`src/cpu_macros.svh`:
```
`ifndef CPU_MACROS_SVH
`define CPU_MACROS_SVH

// Datapath widths
`define CPU_DATA_WIDTH   16   // General registers and DR
`define CPU_ADDR_WIDTH   8    // Byte address into memory
`define CPU_BYTE_WIDTH   8    // Memory data bus

// Instruction and sequencer sizes
`define CPU_OPCODE_WIDTH 6    // Top bits of the instruction word
`define CPU_STATE_COUNT  12   // T0 to T11

`endif
```
`src/cpuCtrlPkg.sv`:
```
`default_nettype none

`include "cpu_macros.svh"

package cpuCtrlPkg;

    // One-hot timing states
    typedef enum logic [`CPU_STATE_COUNT-1:0] {
        T0  = 12'h001,
        T1  = 12'h002,
        T2  = 12'h004,
        T3  = 12'h008,
        T4  = 12'h010,
        T5  = 12'h020,
        T6  = 12'h040,
        T7  = 12'h080,
        T8  = 12'h100,
        T9  = 12'h200,
        T10 = 12'h400,
        T11 = 12'h800
    } tState_t;

    // Source of the memory address
    typedef enum logic {
        ADDR_PC = 1'b0,
        ADDR_AR = 1'b1
    } addrSrc_t;

    typedef logic [3:0] regEnable_t;   // Bit 0 is R1

endpackage

`default_nettype wire

```
`src/cpuIsaPkg.sv`:
```
`default_nettype none

`include "cpu_macros.svh"

package cpuIsaPkg;

    typedef logic [`CPU_DATA_WIDTH-1:0]  dataWord_t;    // Register contents
    typedef logic [`CPU_ADDR_WIDTH-1:0]  memAddr_t;     // Also the instruction address field
    typedef logic [`CPU_BYTE_WIDTH-1:0]  memByte_t;
    typedef logic [`CPU_DATA_WIDTH-1:0]  instrWord_t;   // Two fetched bytes

    // Only the two implemented opcodes are named, all others act as no-ops
    typedef enum logic [`CPU_OPCODE_WIDTH-1:0] {
        LDAL = 6'h1E,   // Rx <- mem[addr+1], mem[addr]
        STA  = 6'h20    // mem[addr], mem[addr+1] <- Rx
    } opcode_t;

    typedef logic [1:0] regSel_t;   // 0 to 3 select R1 to R4

endpackage

`default_nettype wire

```
`src/ctrlIf.sv`:
```
`timescale 1ns/1ps
`default_nettype none

interface ctrlIf;
    import cpuIsaPkg::*;
    import cpuCtrlPkg::*;

    logic       pcInc;      // PC <- PC + 1
    logic       arLoad;     // AR <- instruction address field
    logic       arInc;      // AR <- AR + 1
    addrSrc_t   addrSrc;    // Drives memAddress
    logic       drShift;    // DR <- {memRdData, DR[15:8]}
    regEnable_t rfWrite;    // Selected register <- DR
    regSel_t    readSel;    // Store source register
    logic       byteHigh;   // Upper half of the store source

    modport decoder (
        output pcInc, arLoad, arInc, addrSrc, drShift,
        output rfWrite, readSel, byteHigh
    );

    modport datapath (
        input pcInc, arLoad, arInc, addrSrc, drShift,
        input rfWrite, readSel, byteHigh
    );

endinterface

`default_nettype wire

```
`src/cpuSystem.sv`:
```
`timescale 1ns/1ps
`default_nettype none

module cpuSystem (
    input  logic                Clock,
    input  logic                Reset,
    input  cpuIsaPkg::memByte_t memRdData,
    output cpuIsaPkg::memAddr_t memAddress,
    output cpuIsaPkg::memByte_t memWrData,
    output logic                memSelect,
    output logic                memWrite,
    output cpuCtrlPkg::tState_t T
);
    import cpuIsaPkg::*;

    logic     restart;
    opcode_t  opcode;
    regSel_t  regSel;
    memAddr_t address;

    ctrlIf ctrlBus ();      // Decoder to datapath strobes

    timingSequencer i_timingSequencer (
        .Clock   (Clock),
        .Reset   (Reset),
        .restart (restart),
        .state   (T)
    );

    instructionRegister i_instructionRegister (
        .Clock     (Clock),
        .Reset     (Reset),
        .state     (T),
        .memRdData (memRdData),
        .opcode    (opcode),
        .regSel    (regSel),
        .address   (address)
    );

    controlDecoder i_controlDecoder (
        .state     (T),
        .opcode    (opcode),
        .regSel    (regSel),
        .ctrl      (ctrlBus.decoder),
        .memSelect (memSelect),
        .memWrite  (memWrite),
        .restart   (restart)
    );

    dataPath i_dataPath (
        .Clock      (Clock),
        .Reset      (Reset),
        .ctrl       (ctrlBus.datapath),
        .memRdData  (memRdData),
        .address    (address),
        .memAddress (memAddress),
        .memWrData  (memWrData)
    );

endmodule

`default_nettype wire

```
`src/dataPath.sv`:
```
`timescale 1ns/1ps
`default_nettype none

`include "cpu_macros.svh"

module dataPath (
    input  logic                Clock,
    input  logic                Reset,
    ctrlIf.datapath             ctrl,
    input  cpuIsaPkg::memByte_t memRdData,
    input  cpuIsaPkg::memAddr_t address,
    output cpuIsaPkg::memAddr_t memAddress,
    output cpuIsaPkg::memByte_t memWrData
);
    import cpuIsaPkg::*;
    import cpuCtrlPkg::*;

    localparam int RegCount = $bits(regEnable_t);

    memAddr_t  pc;
    memAddr_t  ar;
    dataWord_t dr;
    dataWord_t regFile [RegCount];  // R1 to R4
    dataWord_t readWord;

    // ========================================================================
    // Address registers
    // ========================================================================
    always_ff @(posedge Clock or posedge Reset) begin
        if (Reset) begin
            pc <= '0;
        end else if (ctrl.pcInc) begin
            pc <= pc + 1'b1;
        end
    end

    always_ff @(posedge Clock or posedge Reset) begin
        if (Reset) begin
            ar <= '0;
        end else if (ctrl.arLoad) begin
            ar <= address;  // Immediate from IR
        end else if (ctrl.arInc) begin
            ar <= ar + 1'b1;
        end
    end

    // ========================================================================
    // Data register and register file
    // ========================================================================
    always_ff @(posedge Clock or posedge Reset) begin
        if (Reset) begin
            dr <= '0;
        end else if (ctrl.drShift) begin
            // New byte enters at the top
            dr <= {memRdData, dr[`CPU_DATA_WIDTH-1:`CPU_BYTE_WIDTH]};
        end
    end

    always_ff @(posedge Clock or posedge Reset) begin
        if (Reset) begin
            for (int i = 0; i < RegCount; i++) begin
                regFile[i] <= '0;
            end
        end else begin
            for (int i = 0; i < RegCount; i++) begin
                if (ctrl.rfWrite[i]) begin
                    regFile[i] <= dr;
                end
            end
        end
    end

    // Memory side
    assign memAddress = (ctrl.addrSrc == ADDR_AR) ? ar : pc;
    assign readWord   = regFile[ctrl.readSel];
    assign memWrData  = ctrl.byteHigh ? readWord[`CPU_DATA_WIDTH-1:`CPU_BYTE_WIDTH]
                                      : readWord[`CPU_BYTE_WIDTH-1:0];

endmodule

`default_nettype wire

```
`src/controlDecoder.sv`:
```
`timescale 1ns/1ps
`default_nettype none

module controlDecoder (
    input  cpuCtrlPkg::tState_t state,
    input  cpuIsaPkg::opcode_t  opcode,
    input  cpuIsaPkg::regSel_t  regSel,
    ctrlIf.decoder              ctrl,
    output logic                memSelect,
    output logic                memWrite,
    output logic                restart
);
    import cpuIsaPkg::*;
    import cpuCtrlPkg::*;

    always_comb begin
        ctrl.pcInc    = 1'b0;
        ctrl.arLoad   = 1'b0;
        ctrl.arInc    = 1'b0;
        ctrl.addrSrc  = ADDR_PC;
        ctrl.drShift  = 1'b0;
        ctrl.rfWrite  = '0;
        ctrl.readSel  = '0;
        ctrl.byteHigh = 1'b0;
        memSelect     = 1'b0;
        memWrite      = 1'b0;
        restart       = 1'b0;

        case (state)
            // ================================================================
            // Fetch and decode
            // ================================================================
            T0, T1: begin
                memSelect   = 1'b1;     // Read instruction byte at PC
                ctrl.pcInc  = 1'b1;
            end
            T2: begin
                // IR complete, fields settle for T3
            end

            // ================================================================
            // Execute
            // ================================================================
            T3: begin
                case (opcode)
                    LDAL, STA: ctrl.arLoad = 1'b1;
                    default:   restart     = 1'b1;  // No-op ends here
                endcase
            end
            T4: begin
                case (opcode)
                    LDAL: begin
                        ctrl.addrSrc = ADDR_AR;
                        memSelect    = 1'b1;
                        ctrl.drShift = 1'b1;    // Low byte into DR
                        ctrl.arInc   = 1'b1;
                    end
                    STA: begin
                        ctrl.addrSrc  = ADDR_AR;
                        ctrl.readSel  = regSel;
                        ctrl.byteHigh = 1'b0;   // Little-endian, low byte first
                        memSelect     = 1'b1;
                        memWrite      = 1'b1;
                        ctrl.arInc    = 1'b1;
                    end
                    default: restart = 1'b1;
                endcase
            end
            T5: begin
                case (opcode)
                    LDAL: begin
                        ctrl.addrSrc = ADDR_AR;
                        memSelect    = 1'b1;
                        ctrl.drShift = 1'b1;    // High byte, low one moves down
                    end
                    STA: begin
                        ctrl.addrSrc  = ADDR_AR;
                        ctrl.readSel  = regSel;
                        ctrl.byteHigh = 1'b1;
                        memSelect     = 1'b1;
                        memWrite      = 1'b1;
                        restart       = 1'b1;
                    end
                    default: restart = 1'b1;
                endcase
            end
            T6: begin
                if (opcode == LDAL) begin
                    ctrl.rfWrite = regEnable_t'(4'b0001 << regSel);
                end
                restart = 1'b1;
            end
            default: restart = 1'b1;    // T7 to T11 unused
        endcase
    end

endmodule

`default_nettype wire

```
`src/instructionRegister.sv`:
```
`timescale 1ns/1ps
`default_nettype none

`include "cpu_macros.svh"

module instructionRegister (
    input  logic                Clock,
    input  logic                Reset,
    input  cpuCtrlPkg::tState_t state,
    input  cpuIsaPkg::memByte_t memRdData,
    output cpuIsaPkg::opcode_t  opcode,
    output cpuIsaPkg::regSel_t  regSel,
    output cpuIsaPkg::memAddr_t address
);
    import cpuIsaPkg::*;
    import cpuCtrlPkg::*;

    instrWord_t instr;

    // Low byte comes first from memory
    always_ff @(posedge Clock or posedge Reset) begin
        if (Reset) begin
            instr <= '0;    // Decodes as a no-op
        end else if (state == T0) begin
            instr[`CPU_BYTE_WIDTH-1:0] <= memRdData;
        end else if (state == T1) begin
            instr[`CPU_DATA_WIDTH-1:`CPU_BYTE_WIDTH] <= memRdData;
        end
    end

    // Fixed fields  opcode | regSel | address
    assign opcode  = opcode_t'(instr[`CPU_DATA_WIDTH-1 -: `CPU_OPCODE_WIDTH]);
    assign regSel  = instr[`CPU_ADDR_WIDTH+1:`CPU_ADDR_WIDTH];
    assign address = instr[`CPU_ADDR_WIDTH-1:0];

endmodule

`default_nettype wire

```
`src/timingSequencer.sv`:
```
`timescale 1ns/1ps
`default_nettype none

`include "cpu_macros.svh"

module timingSequencer (
    input  logic                Clock,
    input  logic                Reset,
    input  logic                restart,
    output cpuCtrlPkg::tState_t state
);
    import cpuCtrlPkg::*;

    // ========================================================================
    // One-hot ring, T11 would wrap to T0 if it were ever reached
    // ========================================================================
    always_ff @(posedge Clock or posedge Reset) begin
        if (Reset) begin
            state <= T0;
        end else if (restart) begin
            state <= T0;    // Last state of the instruction
        end else begin
            state <= tState_t'({state[`CPU_STATE_COUNT-2:0],
                                state[`CPU_STATE_COUNT-1]});
        end
    end

endmodule

`default_nettype wire

```
`config.mk`:
```
export PLATFORM = sky130hd
export DESIGN_NAME = cpuSystem
export DESIGN_NICKNAME = d
export VERILOG_FILES = /design/src/cpuCtrlPkg.sv /design/src/cpuIsaPkg.sv /design/src/ctrlIf.sv /design/src/cpuSystem.sv /design/src/dataPath.sv /design/src/controlDecoder.sv /design/src/instructionRegister.sv /design/src/timingSequencer.sv
export VERILOG_INCLUDE_DIRS = /design/src
export SDC_FILE = /design/constraint.sdc
export NUM_CORES = 1
export LEC_CHECK = 0
export BUFFER_PORTS_ARGS = -buffer_cell sky130_fd_sc_hd__buf_4
export CAP_MARGIN = 30
export CORE_MARGIN = 8
export CORE_UTILIZATION = 35
export CTS_CLUSTER_SIZE = 20
export DETAILED_ROUTE_END_ITERATION = 12
export PLACE_DENSITY_LB_ADDON = 0.1
export SYNTH_ARGS = -nofsm -noshare
export SYNTH_HDL_FRONTEND = slang
export SYNTH_SLANG_ARGS = --single-unit
```
`constraint.sdc`:
```
create_clock -name Clock -period 3.5 [get_ports Clock]
set_input_delay 0.175 -clock Clock [delete_from_list [all_inputs] [get_ports Clock]]
set_output_delay 0.175 -clock Clock [all_outputs]
set_load 0.02 [all_outputs]
```
==> results.yml <==
run_status:
  status: "finished clean"
yosys:
  synthArstFlopShare_pct: 100
  ys_seq_area_share_pct: 54.1
  yosys.cell_types.count: 47
  yosys_warnings: 0
  synth_common_cells: "dfrtp_1, mux2_2, nor2_1"
  yosys_most_used_dff: "dfrtp_1"
  synth_edf_count: 0
  synth_seq_cells: 124
  synth_top_area_share_pct: 53.6
  avgSynthCellArea_um2: 12.9
  yosysTopAreaCell: "dfrtp_1"
  synth_area_leaders: "dfrtp_1, mux2_2, mux2_4, nor2_1, a211o_1"
  synth.most_common_cell: "dfrtp_1"
  syn_inst: 445
  synth_area_mm2: 0.00574
clock_network:
  cts_tree: "yes"
  cts.repair.resized: 0
  cts_buffers: 17
  cts_root_buf: "clkbuf_16"
  clkLatencyLatePin_ns: 0.42
  clockBufferDepth: 2
  cts_sinks: 124
  cts_max_level: 4
  path_clk_slew_ns: 0.06
power_and_ir_drop:
  power_density_mw_per_mm2: 508
  leakage_nw: 3.30
  max-vdd-ir-drop_v: 0.000395
layout:
  fillers: 1520
  fin_util_pct: 43.1
  final_layout_size_suffix_gt1_share_pct: 42.2
  layout.nets: 517
  antennaDiodeCount: 0
  seq_area_mm2: 0.00310
  multiInputGateArea_mm2: 0.00252
  area_delta_synth_final_pct: 22.3
setup_path:
  startpoint_type: "register"
  worst_setup_path_end_kind: "output pin"
  crit_fanout: 10
  required_ns: 3.32
  crit_type: "register to output pin"
  cp.arrival_ns: 2.79
sta:
  tightestPinTransition_ns: 0.974
  period_share_pct: 84.7
  finalSetupViolations: 0
  fmax_mhz: 337
  tns_ns: 0
  drv_slew: 0
  relSlewSlack_pct: 35.1
  rsz0062_at_grt: "no"
  whs_ns: 0.0202
  hold_violations: 0
  period_needed_ns: 2.97
  worst_slack_ns: 0.534
  skew_ns: 0.00728
die:
  die_w_um: 144
  dieArea_mm2: 0.0208
  die_y_um: 144
  initial_core_util_pct: 35.2
  ios: 40
  coreArea_mm2: 0.0163
  row_count: 47
flow_run:
  cap_violations: 0
worst_hold_path:
  min_path_type: "input port to register"
grt:
  grt_overflow: 0
  grt_pass1_vias: 3921
  grt_use_total_pct: 15.0
  grt_pass1_wl_um: 22900
  antenna_found_initial: 0
  grt_max_degree: 71
drt:
  drtIter0Drc: 286
  dr.pass1.iters: 4
  dr_total_vias: 3852
  ant_nets: 0
  detail_route.wl_per_cell_um: 19.4
  drc_errors: 0
  vias_per_cell: 5.23
  drt_wl_total_um: 14300
place:
  place_hpwl_um: 9430
  gp_congestion: 0.764
  numPortBuffers: 39
  post-place-ws_ns: 0.813
==> critical path, stage by stage, from the launching register on <==
cell and delay (ns):
dfrtp_1 0.42, nor4_4 0.55, nand4_1 0.34, or2_2 0.51, a211o_1 0.26, o31ai_1 0.09
buf_4 0.21
==> through the flow <==
step | instance area [um^2] | power [W] | cells
4_1_cts | 7020 | 0.00361 | 737
3_3_place_gp | 6360 | 0.00174 | 702
6_report | 7020 | 0.00356 | 737
5_1_grt | 7020 | 0.00370 | 737
3_5_place_dp | 6360 | 0.00174 | 702
2_1_floorplan | 5750 | 0.00165 | 449
==> registers in the layout, summed over array words and instances, names as in the netlist <==
register / count
i_timingSequencer.state: 12
i_dataPath.regFile: 64
i_dataPath.dr: 16
i_dataPath.ar: 8
i_dataPath.pc: 8
i_instructionRegister.instr: 16
==> per-layer routing <==
metal	GRT usage, %	share of wire, %
met1	19.9	47
met2	23.2	48
met5	0	0
met4	5.53	1.1
met3	3.76	3.3
==> layout make-up <==
cell class,instances,share of cell area (%)
clock inverters,14,2.78
inverters,7,0.410
clock buffers,17,6.06
well taps,220,3.92
multi-input cells,296,36.0
flip-flops and latches,124,44.2
repair buffers,59,6.63
==> cells in the final DEF, fill, tap and decap left out, types with 3 or more instances in the layout <==
cell           instances
conb_1                 5
mux2_2               110
o21ai_0                7
clkinv_2               3
xnor2_1                3
buf_4                 54
dfrtp_1              123
a22oi_1                9
or4_1                  3
clkinv_4               4
a211o_1                8
nor3_1                10
a221oi_1               8
o22ai_1                6
nand3b_1               3
inv_1                  6
nor4_1                 5
xor2_1                 7
nor2_1                23
nand4_1               10
bufinv_16              4
nand3_1                6
a21oi_1               14
nand2_1               15
clkbuf_16             17
o31ai_1                8
dlygate4sd3_1          4
mux2_4                10
==> what timing repair did <==
| action | in CTS | in global routing |
|---|---|---|
| buffers inserted | 0 | 0 |
| hold buffers | 4 | 0 |
| hold endpoints to repair | 58 | 0 |
==> cell families after synthesis <==
logic type      share of synthesized area [%]
flops                                    54.1
mux                                      24.2
simple gates                             9.90
compound gates                           7.59
buf+inv                                  2.20
xor+xnor                                 1.53
fa+ha+maj                               0.436
other cells                            0.0653
==> power by group <==
group / total (W) / switching (W) / internal (W)
Sequential: 0.00153 / 0.0000502 / 0.00148
Combinational: 0.000189 / 0.000107 / 0.0000825
Clock: 0.00185 / 0.000657 / 0.00119
Total: 0.00356 / 0.000813 / 0.00275
==> final timing paths <==
kind | start | endpoint | slack (ns) | cells after the start
max | i_timingSequencer.state[9] | memWrData[0] | 0.53 | 6
min | memRdData[0] | i_dataPath.dr[8] | 0.02 | 2
max in group asynchronous | Reset | i_timingSequencer.state[0] | 2.20 | 4
min in group asynchronous | Reset | i_dataPath.pc[0] | 0.46 | 3
max reg2reg | i_timingSequencer.state[9] | i_dataPath.regFile[17] | 0.82 | 5
min reg2reg | i_dataPath.pc[7] | i_dataPath.pc[7] | 0.48 | 1
Power figures use the tool's default switching activity.
